### src/design/qa_macros.svh
`ifndef QA_MACROS_SVH
`define QA_MACROS_SVH

// One DSM line is four 32-bit words
`define QA_LINE_BITS 128
`define QA_DSM_ADDR_BITS 32

// Ring index widths of the two host FIFOs
`define QA_FROM_HOST_IDX_BITS 6
`define QA_TO_HOST_IDX_BITS 6

// Index bit whose toggle is worth a progress write to the host
`define QA_MONITOR_BIT (`QA_FROM_HOST_IDX_BITS - 3)

// Line offsets from the DSM base, these must agree with the host software
`define QA_DSM_OFF_AFU_ID 0
`define QA_DSM_OFF_SREG_RSP 1
`define QA_DSM_OFF_DEBUG_RSP 2
`define QA_DSM_OFF_FIFO_STATE 3
`define QA_DSM_OFF_POLL_STATE 4

// Signature words at the head of the ID line
`define QA_AFU_ID0 32'haced0000
`define QA_AFU_ID1 32'haced0001

`endif
### src/design/qa_status_pkg.sv
`default_nettype none

`include "qa_macros.svh"

// ==========================================================
// Status side types
// ==========================================================

package qa_status_pkg;

    // CSR write opcodes from the host
    typedef enum logic [1:0]
    {
        CSR_DSM_BASE,
        CSR_ENABLE_TEST,
        CSR_TRIGGER_DEBUG,
        CSR_SREG_REQ
    } csr_op_t;

    // Held CSR fields plus the two single-cycle triggers
    typedef struct packed
    {
        logic [31:0]    dsm_base;
        logic           dsm_base_valid;
        logic           enable_test;
        logic [7:0]     debug_idx;
        logic [7:0]     sreg_addr;
        logic           sreg_enable;
    } csr_state_t;

    // Pointers owned by the local FIFOs
    typedef struct packed
    {
        logic [`QA_FROM_HOST_IDX_BITS-1:0]  oldest_read_idx;
        logic [`QA_TO_HOST_IDX_BITS-1:0]    next_write_idx;
    } fifo_local_ptrs_t;

    // Pointers learned by polling the host
    typedef struct packed
    {
        logic [`QA_FROM_HOST_IDX_BITS-1:0]  newest_read_idx;
        logic [`QA_TO_HOST_IDX_BITS-1:0]    oldest_write_idx;
    } fifo_host_ptrs_t;

    // Debug words offered by the neighbouring blocks
    typedef struct packed
    {
        logic [31:0]    from_host;
        logic [31:0]    to_host;
        logic [31:0]    tester;
    } dbg_words_t;

    typedef enum logic
    {
        RD_POLL,
        RD_WAIT
    } rd_state_t;

    typedef enum logic [1:0]
    {
        WR_INIT,
        WR_IDLE,
        WR_DEBUG,
        WR_STATUS
    } wr_state_t;

endpackage

`default_nettype wire

### src/design/qa_mem_pkg.sv
`default_nettype none

`include "qa_macros.svh"

// ==========================================================
// Memory side types
// ==========================================================

package qa_mem_pkg;

    // Line-sized read or write toward host memory
    typedef enum logic
    {
        MEM_RD_LINE,
        MEM_WR_LINE
    } mem_op_t;

    // One request as presented on the four-phase bus
    typedef struct packed
    {
        mem_op_t                        op;
        logic [`QA_DSM_ADDR_BITS-1:0]   addr;
        logic [`QA_LINE_BITS-1:0]       data;
    } mem_req_t;

    // Read data returned by the host while ack is high
    typedef struct packed
    {
        logic [`QA_LINE_BITS-1:0]       data;
    } mem_rsp_t;

endpackage

`default_nettype wire

### src/design/qa_status_top.sv
`default_nettype none

`include "qa_macros.svh"

module qa_status_top
(
    input  wire logic                               clk,
    input  wire logic                               resetb,
    input  wire logic                               csr_wr_valid,
    input  wire qa_status_pkg::csr_op_t             csr_wr_op,
    input  wire logic [31:0]                        csr_wr_data,
    output logic                                    mem_req,
    output qa_mem_pkg::mem_req_t                    mem_req_data,
    input  wire logic                               mem_ack,
    input  wire qa_mem_pkg::mem_rsp_t               mem_rsp,
    input  wire qa_status_pkg::fifo_local_ptrs_t    fifo_local,
    output qa_status_pkg::fifo_host_ptrs_t          fifo_host,
    input  wire qa_status_pkg::dbg_words_t          dbg,
    output logic [7:0]                              sreg_req_addr,
    output logic                                    sreg_req_rdy,
    input  wire logic [31:0]                        sreg_rsp,
    input  wire logic                               sreg_rsp_enable
);

    import qa_mem_pkg::*;
    import qa_status_pkg::*;

    csr_state_t csr;

    // Manager to memory port
    logic rd_req;
    logic wr_req;
    mem_req_t wr_line;
    logic rd_grant;
    logic wr_grant;
    logic rd_rsp_valid;
    mem_rsp_t rd_rsp;

    qa_csr_capture i_csr_capture
    (
        .clk            (clk),
        .resetb         (resetb),
        .csr_wr_valid   (csr_wr_valid),
        .csr_wr_op      (csr_wr_op),
        .csr_wr_data    (csr_wr_data),
        .csr            (csr)
    );

    qa_status_manager i_status_manager
    (
        .clk                (clk),
        .resetb             (resetb),
        .csr                (csr),
        .rd_grant           (rd_grant),
        .wr_grant           (wr_grant),
        .rd_rsp_valid       (rd_rsp_valid),
        .rd_rsp             (rd_rsp),
        .fifo_local         (fifo_local),
        .dbg                (dbg),
        .sreg_rsp           (sreg_rsp),
        .sreg_rsp_enable    (sreg_rsp_enable),
        .rd_req             (rd_req),
        .wr_req             (wr_req),
        .wr_line            (wr_line),
        .fifo_host          (fifo_host),
        .sreg_req_addr      (sreg_req_addr),
        .sreg_req_rdy       (sreg_req_rdy)
    );

    qa_mem_port i_mem_port
    (
        .clk            (clk),
        .resetb         (resetb),
        .rd_req         (rd_req),
        .wr_req         (wr_req),
        .wr_line        (wr_line),
        .mem_ack        (mem_ack),
        .mem_rsp        (mem_rsp),
        .rd_grant       (rd_grant),
        .wr_grant       (wr_grant),
        .rd_rsp_valid   (rd_rsp_valid),
        .rd_rsp         (rd_rsp),
        .mem_req        (mem_req),
        .mem_req_data   (mem_req_data)
    );

endmodule

`default_nettype wire

### src/design/qa_mem_port.sv
`default_nettype none

`include "qa_macros.svh"

module qa_mem_port
(
    input  wire logic                   clk,
    input  wire logic                   resetb,
    input  wire logic                   rd_req,
    input  wire logic                   wr_req,
    input  wire qa_mem_pkg::mem_req_t   wr_line,
    input  wire logic                   mem_ack,
    input  wire qa_mem_pkg::mem_rsp_t   mem_rsp,
    output logic                        rd_grant,
    output logic                        wr_grant,
    output logic                        rd_rsp_valid,
    output qa_mem_pkg::mem_rsp_t        rd_rsp,
    output logic                        mem_req,
    output qa_mem_pkg::mem_req_t        mem_req_data
);

    import qa_mem_pkg::*;

    typedef enum logic [1:0]
    {
        P_IDLE,
        P_REQ,
        P_REL,
        P_ACK_LOW
    } port_state_t;

    port_state_t state;
    mem_req_t req_q;
    mem_rsp_t rsp_q;

    // Four-phase master, one transaction at a time
    always_ff @(posedge clk)
    begin
        if (!resetb)
        begin
            state <= P_IDLE;
            rd_grant <= 1'b0;
            wr_grant <= 1'b0;
            rd_rsp_valid <= 1'b0;
        end
        else
        begin
            rd_grant <= 1'b0;
            wr_grant <= 1'b0;
            rd_rsp_valid <= 1'b0;
            case (state)
                P_IDLE:
                    if (wr_req || rd_req)
                        state <= P_REQ;
                P_REQ:
                    // Ack seen, so the grant and any read data go out now
                    if (mem_ack)
                    begin
                        rd_grant <= (req_q.op == MEM_RD_LINE);
                        wr_grant <= (req_q.op == MEM_WR_LINE);
                        rd_rsp_valid <= (req_q.op == MEM_RD_LINE);
                        state <= P_REL;
                    end
                P_REL:
                    state <= P_ACK_LOW;
                default:
                    if (!mem_ack)
                        state <= P_IDLE;
            endcase
        end
    end

    // A pending write wins, the line then holds the write contents
    always_ff @(posedge clk)
    begin
        if ((state == P_IDLE) && (wr_req || rd_req))
        begin
            req_q.op <= wr_req ? MEM_WR_LINE : MEM_RD_LINE;
            req_q.addr <= wr_line.addr;
            req_q.data <= wr_line.data;
        end
        if ((state == P_REQ) && mem_ack && (req_q.op == MEM_RD_LINE))
        begin
            rsp_q <= mem_rsp;
        end
    end

    assign mem_req = (state == P_REQ);
    assign mem_req_data = req_q;
    assign rd_rsp = rsp_q;

endmodule

`default_nettype wire

### src/design/qa_status_manager.sv
`default_nettype none

`include "qa_macros.svh"

module qa_status_manager
(
    input  wire logic                               clk,
    input  wire logic                               resetb,
    input  wire qa_status_pkg::csr_state_t          csr,
    input  wire logic                               rd_grant,
    input  wire logic                               wr_grant,
    input  wire logic                               rd_rsp_valid,
    input  wire qa_mem_pkg::mem_rsp_t               rd_rsp,
    input  wire qa_status_pkg::fifo_local_ptrs_t    fifo_local,
    input  wire qa_status_pkg::dbg_words_t          dbg,
    input  wire logic [31:0]                        sreg_rsp,
    input  wire logic                               sreg_rsp_enable,
    output logic                                    rd_req,
    output logic                                    wr_req,
    output qa_mem_pkg::mem_req_t                    wr_line,
    output qa_status_pkg::fifo_host_ptrs_t          fifo_host,
    output logic [7:0]                              sreg_req_addr,
    output logic                                    sreg_req_rdy
);

    import qa_mem_pkg::*;
    import qa_status_pkg::*;

    // ==========================================================
    // Poll reader
    // ==========================================================

    rd_state_t state_rd;
    logic rsp_seen;

    // The response arrives together with the grant, so it is looked at
    // one cycle later once the reader sits in RD_WAIT
    always_ff @(posedge clk)
    begin
        if (!resetb)
        begin
            state_rd <= RD_POLL;
            rsp_seen <= 1'b0;
            fifo_host <= '0;
        end
        else
        begin
            rsp_seen <= rd_rsp_valid;
            if ((state_rd == RD_POLL) && rd_grant)
            begin
                state_rd <= RD_WAIT;
            end
            else if ((state_rd == RD_WAIT) && rsp_seen)
            begin
                state_rd <= RD_POLL;
                // Word 0 is the host's newest line, word 1 its oldest unread
                fifo_host.newest_read_idx <= rd_rsp.data[`QA_FROM_HOST_IDX_BITS-1:0];
                fifo_host.oldest_write_idx <= rd_rsp.data[32 +: `QA_TO_HOST_IDX_BITS];
            end
        end
    end

    // No point polling before the host has told us where DSM lives
    assign rd_req = (state_rd == RD_POLL) && csr.dsm_base_valid;

    // ==========================================================
    // Status writer
    // ==========================================================

    wr_state_t state_wr;

    // Only one line in flight, a grant always brings the writer home
    always_ff @(posedge clk)
    begin
        if (!resetb)
            state_wr <= WR_INIT;
        else if (wr_grant)
            state_wr <= WR_IDLE;
        else if (csr.enable_test)
            state_wr <= WR_INIT;
        else if (csr.debug_idx != 8'd0)
            state_wr <= WR_DEBUG;
        else if (sreg_rsp_enable)
            state_wr <= WR_STATUS;
    end

    // Progress tracking.  The local pointers are frozen while a write of
    // them is pending so the line contents stay stable until the grant
    fifo_local_ptrs_t local_q;
    fifo_local_ptrs_t last_written;
    logic need_update;
    logic prog_granted;

    assign prog_granted = need_update && (state_wr == WR_IDLE) && wr_grant;

    always_ff @(posedge clk)
    begin
        if (!need_update)
        begin
            local_q <= fifo_local;
        end
    end

    always_ff @(posedge clk)
    begin
        if (!resetb)
        begin
            last_written <= '0;
            need_update <= 1'b0;
        end
        else if (need_update)
        begin
            if (prog_granted)
            begin
                need_update <= 1'b0;
                last_written <= local_q;
            end
        end
        else
        begin
            // Only a toggle of the monitored bit counts on the from-host side
            need_update <=
                (local_q.oldest_read_idx[`QA_MONITOR_BIT] !=
                 last_written.oldest_read_idx[`QA_MONITOR_BIT]) ||
                (local_q.next_write_idx != last_written.next_write_idx);
        end
    end

    // Debug index and its word are captured when the trigger fires
    logic [7:0]  dbg_idx_q;
    logic [31:0] dbg_word_q;
    logic [31:0] dbg_sel;

    always_comb
    begin
        case (csr.debug_idx)
            8'd1: dbg_sel = dbg.from_host;
            8'd2: dbg_sel = dbg.to_host;
            8'd3: dbg_sel = dbg.tester;
            default: dbg_sel = dbg.from_host;
        endcase
    end

    // Status register client response, held for the STATUS write
    logic [31:0] sreg_q;

    always_ff @(posedge clk)
    begin
        if (csr.debug_idx != 8'd0)
        begin
            dbg_idx_q <= csr.debug_idx;
            dbg_word_q <= dbg_sel;
        end
        if (sreg_rsp_enable)
        begin
            sreg_q <= sreg_rsp;
        end
    end

    assign sreg_req_addr = csr.sreg_addr;
    assign sreg_req_rdy = csr.sreg_enable;

    // ==========================================================
    // Line formatting
    // ==========================================================

    logic [31:0] offset;
    logic [`QA_LINE_BITS-1:0] data;

    always_comb
    begin
        case (state_wr)
            WR_DEBUG:
            begin
                offset = 32'(`QA_DSM_OFF_DEBUG_RSP);
                data = `QA_LINE_BITS'({dbg_idx_q, dbg_word_q});
            end
            WR_STATUS:
            begin
                offset = 32'(`QA_DSM_OFF_SREG_RSP);
                data = `QA_LINE_BITS'(sreg_q);
                // Top bit tells the host the response has landed
                data[`QA_LINE_BITS-1] = 1'b1;
            end
            WR_IDLE:
            begin
                offset = 32'(`QA_DSM_OFF_FIFO_STATE);
                data = `QA_LINE_BITS'({32'(local_q.next_write_idx),
                                       32'(local_q.oldest_read_idx)});
            end
            default:
            begin
                // ID line with ring depths minus one in words 2 and 3
                offset = 32'(`QA_DSM_OFF_AFU_ID);
                data = {32'((1 << `QA_TO_HOST_IDX_BITS) - 1),
                        32'((1 << `QA_FROM_HOST_IDX_BITS) - 1),
                        `QA_AFU_ID1, `QA_AFU_ID0};
            end
        endcase

        if (state_wr != WR_IDLE)
            wr_req = csr.dsm_base_valid;
        else
            wr_req = need_update;

        // Without a pending write the line carries the poll read instead
        if (wr_req)
        begin
            wr_line.op = MEM_WR_LINE;
            wr_line.addr = csr.dsm_base + offset;
            wr_line.data = data;
        end
        else
        begin
            wr_line.op = MEM_RD_LINE;
            wr_line.addr = csr.dsm_base + 32'(`QA_DSM_OFF_POLL_STATE);
            wr_line.data = '0;
        end
    end

endmodule

`default_nettype wire

### src/design/qa_csr_capture.sv
`default_nettype none

`include "qa_macros.svh"

module qa_csr_capture
(
    input  wire logic                       clk,
    input  wire logic                       resetb,
    input  wire logic                       csr_wr_valid,
    input  wire qa_status_pkg::csr_op_t     csr_wr_op,
    input  wire logic [31:0]                csr_wr_data,
    output qa_status_pkg::csr_state_t       csr
);

    import qa_status_pkg::*;

    // Held payload
    logic [31:0]    dsm_base;
    logic [7:0]     sreg_addr;

    // Control state
    logic           dsm_base_valid;
    logic           enable_test;
    logic [7:0]     debug_idx;
    logic           sreg_enable;

    // Triggers last exactly one cycle, the rest stays until rewritten
    always_ff @(posedge clk)
    begin
        if (!resetb)
        begin
            dsm_base_valid <= 1'b0;
            enable_test <= 1'b0;
            debug_idx <= 8'd0;
            sreg_enable <= 1'b0;
        end
        else
        begin
            enable_test <= csr_wr_valid && (csr_wr_op == CSR_ENABLE_TEST);
            debug_idx <= (csr_wr_valid && (csr_wr_op == CSR_TRIGGER_DEBUG)) ?
                         csr_wr_data[7:0] : 8'd0;

            // Once the host names a DSM base the writer may start
            if (csr_wr_valid && (csr_wr_op == CSR_DSM_BASE))
            begin
                dsm_base_valid <= 1'b1;
            end

            // A status register request stays open toward the client
            if (csr_wr_valid && (csr_wr_op == CSR_SREG_REQ))
            begin
                sreg_enable <= 1'b1;
            end
        end
    end

    always_ff @(posedge clk)
    begin
        if (csr_wr_valid && (csr_wr_op == CSR_DSM_BASE))
        begin
            dsm_base <= csr_wr_data;
        end

        if (csr_wr_valid && (csr_wr_op == CSR_SREG_REQ))
        begin
            sreg_addr <= csr_wr_data[7:0];
        end
    end

    assign csr = '{dsm_base:       dsm_base,
                   dsm_base_valid: dsm_base_valid,
                   enable_test:    enable_test,
                   debug_idx:      debug_idx,
                   sreg_addr:      sreg_addr,
                   sreg_enable:    sreg_enable};

endmodule

`default_nettype wire

### config.mk
export PLATFORM = sky130hd
export DESIGN_NAME = qa_status_top
export DESIGN_NICKNAME = d
export VERILOG_FILES = /design/src/design/qa_status_pkg.sv /design/src/design/qa_mem_pkg.sv /design/src/design/qa_status_top.sv /design/src/design/qa_mem_port.sv /design/src/design/qa_status_manager.sv /design/src/design/qa_csr_capture.sv
export VERILOG_INCLUDE_DIRS = /design/src /design/src/design
export SDC_FILE = /design/constraint.sdc
export NUM_CORES = 1
export LEC_CHECK = 0
export BUFFER_PORTS_ARGS = -buffer_cell sky130_fd_sc_hd__buf_2
export CAP_MARGIN = 40
export CORE_AREA = 2 2 188 190
export CTS_CLUSTER_DIAMETER = 80
export DETAILED_ROUTE_END_ITERATION = 8
export DIE_AREA = 0 0 190 192
export PLACE_DENSITY = 0.6
export SLEW_MARGIN = 25
export SYNTH_ARGS = -nofsm -noshare
export SYNTH_HDL_FRONTEND = slang
export SYNTH_SLANG_ARGS = --single-unit
### constraint.sdc
create_clock -name clk -period 21.7 [get_ports clk]
set_clock_uncertainty 0.2 [all_clocks]
set_input_delay 2.17 -clock clk [delete_from_list [all_inputs] [get_ports clk]]
set_output_delay 2.17 -clock clk [all_outputs]
set_load 0.01 [all_outputs]
==> run metrics <==
status=complete, no violations; area occupied by multi-input gates=0.00282 sq mm; source of the critical timing path=i_mem_port.mem_req_data[101]$_SDFFCE_PN0P_; Int Power=approximately 0.89 mW; antenna cell count=0; insertion delay to the later sink of the worst-skew pair=560 ps; vias in the first global route=approximately 6500; net switching power=0.290 mW; arrival time at the worst endpoint=about 1400 ps; share of total power in combinational logic=between 10% and 20%; number of setup violations in the final report=0; Yosys reg bits=250; part of the Yosys area used for sequential elements=roughly 67%; initial antenna violation count=2; average wire length per cell after detail routing=around 17 microns; number of remaining DRC errors=0; warning count from the yosys run=0; H-tree lvl count=1; critical register-to-register path startpoint=i_status_manager.state_wr[0]$_SDFFE_PN0P_; Pins Over Slew Limit=0; critical path fanouts, max=22; VDD IR max=0.0542 mV; startpoint of the lowest-slack hold path=i_csr_capture.debug_idx[6]$_SDFF_PN0_; final number of hold-violating endpoints=0; Clk pwr share=38.9%; total of fill cells in the finished design=3329; Critical Setup Path Class=reg2out; clock root cell=clkbuf_16; RSZ-0062 raised after global routing=no; hpwl dp=18800 microns; initial standard-cell utilization of the core=30.8%; Max-slew headroom=43.4%; worst-margin pin slew=849 ps; Power Dens Cells=89.7 mW/mm^2; worst path cell trace=buf_2; residual antenna-violating net count after detailed routing=0; reg2reg path depth=6; Chip Width=around 190 microns; boundary pin count=490; maximum clock path buffer count=3; Cell variety after synth=44; largest net degree at the start of global routing=65; Iter 0 DRT Violations=260; number of buffer and inverter stages on the critical path=1; number of I/O port buffers=308; height of the die=between 150 and 200 microns; Remaining Overflow, GRT=0; cts hold-fix bufs=0; Die ar.=0.0365 sq mm; Sw Share=24.6%; Largest stage delay, worst path=640 ps; number of instances resized during post-cts repair=0; CTS clk-pin slew, worst paths=60 ps; top cell family by delay on the critical path=flip-flops; instance count of the mapped netlist=780; number of setup buffers added after CTS=0; register share of total power=49.2%; Min-Delay Path Depth=0; Total Negative Setup Slacks=0 ps; worst setup slack after layout=17910 ps; CTS Buf Count=28; Avg Vias per Cell=roughly 4.3; endpoint class of the critical path=output port; Leakage Power=5.17 nW; CTS sink cnt=250; fin crit share=17.5%; register cell area after layout=between 0.007 and 0.008 sq mm; critical path data required time=19330 ps; layout net count=1385; number of vias after detailed routing=about 6700; number of optimization iterations in the first detailed-route pass=4; ratio of cells with drive above 1 in the final layout=34.2%; post-layout min period=3790 ps; core region area=~0.034 sq mm; min-delay worst type=reg2reg; average cell area after synthesis=around 14 sq um; endpoint with the worst hold slack=i_status_manager.dbg_idx_q[6]$_DFFE_PP_; standard-cell row count=68; aggregate routed wire length=roughly 26000 microns; Tot GR Track Use=approximately 14%; final estimated routing congestion in global placement=~0.81; TritonCTS clock tree=done; Syn-to-layout area delta=24.4%; Startpoint Class=register; setup slack of the worst register-to-register path=18340 ps; cell with the largest stage delay on the worst path=edfxtp_1; pre-CTS worst setup slack=roughly 18000 ps; post-synth design cell area=0.0106 sq mm; r2r endpoint=i_mem_port.mem_req_data[155]$_DFFE_PP_; fmax=264 MHz; max-cap violations=0; global-route wire length before repair=37500 microns
-- power by group through the flow --
stage	clock network [mW]	logic [mW]	registers, mW
final	0.458	0.140	0.580
after global routing	0.493	0.156	0.584
after CTS	0.472	0.143	0.581
after detailed placement	0	0.143	0.590
after global placement	0	0.137	0.590
after floorplan	0	0.0798	0.600
-- per-layer routing --
metal / routed length (microns) / global-route usage (%) / up-vias
met5: 13 / 0 / -
met4: 609 / 4.71 / 2
met3: 2180 / 3.84 / 37
met2: 12600 / 23.8 / 299
met1: 10600 / 16.4 / 3134
li1: - / - / 3235
-- layout make-up --
class,instances,area share (%)
Sequential cell,250,54.2
Inverter,11,0.314
Timing Repair Buffer,321,12.9
Clock inverter,15,0.866
Tap cell,455,4.33
Clock buffer,37,6.05
Multi-Input combinational cell,454,21.4
-- cell usage in the layout (no fill, tap or decap), drive strengths merged, types with 2 or more instances in the layout --
master    n
a21boi   13
a21oi    35
a221oi   11
a222oi    6
a22oi    21
and2     14
and3      8
and4      2
buf     321
clkbuf   37
clkinv   12
conb     65
dfxtp    39
edfxtp  211
ha       11
inv      12
mux2i    41
nand2    44
nand2b    2
nand3    12
nand4    13
nor2     86
nor2b    10
nor3      2
nor3b     3
nor4      3
o21a      3
o21ai     2
xnor2    26
xor2     11
-- how the worst max path moves through the flow --
| stage | end | cells after the start |
|---|---|---|
| after global placement | i_csr_capture.debug_idx[0]$_SDFF_PN0_ | 4 |
| after floorplan | i_mem_port.mem_req_data[0]$_SDFFCE_PN0P_ | 5 |
| after global routing | mem_req_data[51] | 1 |
| after detailed placement | i_csr_capture.debug_idx[2]$_SDFF_PN0_ | 4 |
| final | mem_req_data[53] | 1 |
| after CTS | mem_req_data[99] | 1 |
-- synthesized netlist by cell type (all sizes together) --
master,n,area (sq um)
edfxtp,211,6340
buf,104,764
nor2,86,323
nand2,44,165
mux2i,41,423
dfxtp,39,781
a21oi,35,175
xnor2,26,228
clkbuf,25,93.8
a22oi,21,158
and2,14,87.6
a21boi,13,97.6
nand4,13,81.3
nand3,12,60.1
a221oi,11,96.3
ha,11,138
inv,11,41.3
xor2,11,96.3
nor2b,10,62.6
and3,8,50.1
a222oi,6,60.1
nor3b,3,22.5
nor4,3,18.8
o21a,3,22.5
and4,2,17.5
nand2b,2,12.5
nor3,2,10.0
o21ai,2,10.0
a2111oi,1,27.5
a211oi,1,20.0
a21bo,1,10.0
a21o,1,7.51
a311oi,1,8.76
conb,1,3.75
fa,1,20.0
nor4b,1,8.76
o211a,1,10.0
o311a,1,10.0
o41ai,1,8.76
-- cells by family after synthesis --
kind of cell / share of synthesized area (%)
flip-flops: 67.4
AND/OR/NAND/NOR: 8.70
buffers and inverters: 8.51
AO/OA/AOI/OAI: 6.83
multiplexers: 4.00
XOR/XNOR: 3.07
adder cells (fa/ha/maj): 1.49
other: 0.0355
-- per-stage QoR --
step           power (mW)  util, %  hold WS, ps  area (sq um)  instances
6_report             1.18     38.3          232         13100       1543
5_1_grt              1.23     38.3          232         13100       1543
4_1_cts              1.20     38.3          229         13100       1542
3_5_place_dp        0.733     35.7          222         12200       1490
3_3_place_gp        0.726     35.4          220         12200       1487
2_1_floorplan       0.680        -          206         10800        844
-- sequential cells by signal (all words and copies together) (netlist names), 2 cells and up --
name / cells
i_csr_capture.dsm_base: 32
i_status_manager.sreg_q: 32
i_csr_capture.debug_idx: 8
i_status_manager.dbg_idx_q: 8
i_csr_capture.sreg_addr: 8
i_status_manager.last_written: 7
i_mem_port.rd_rsp: 12
i_status_manager.state_wr: 2
i_status_manager.fifo_host: 12
i_mem_port.state: 2
i_status_manager.dbg_word_q: 32
i_status_manager.local_q: 12
i_mem_port.mem_req_data: 75
(Power assumes the default switching activity.)
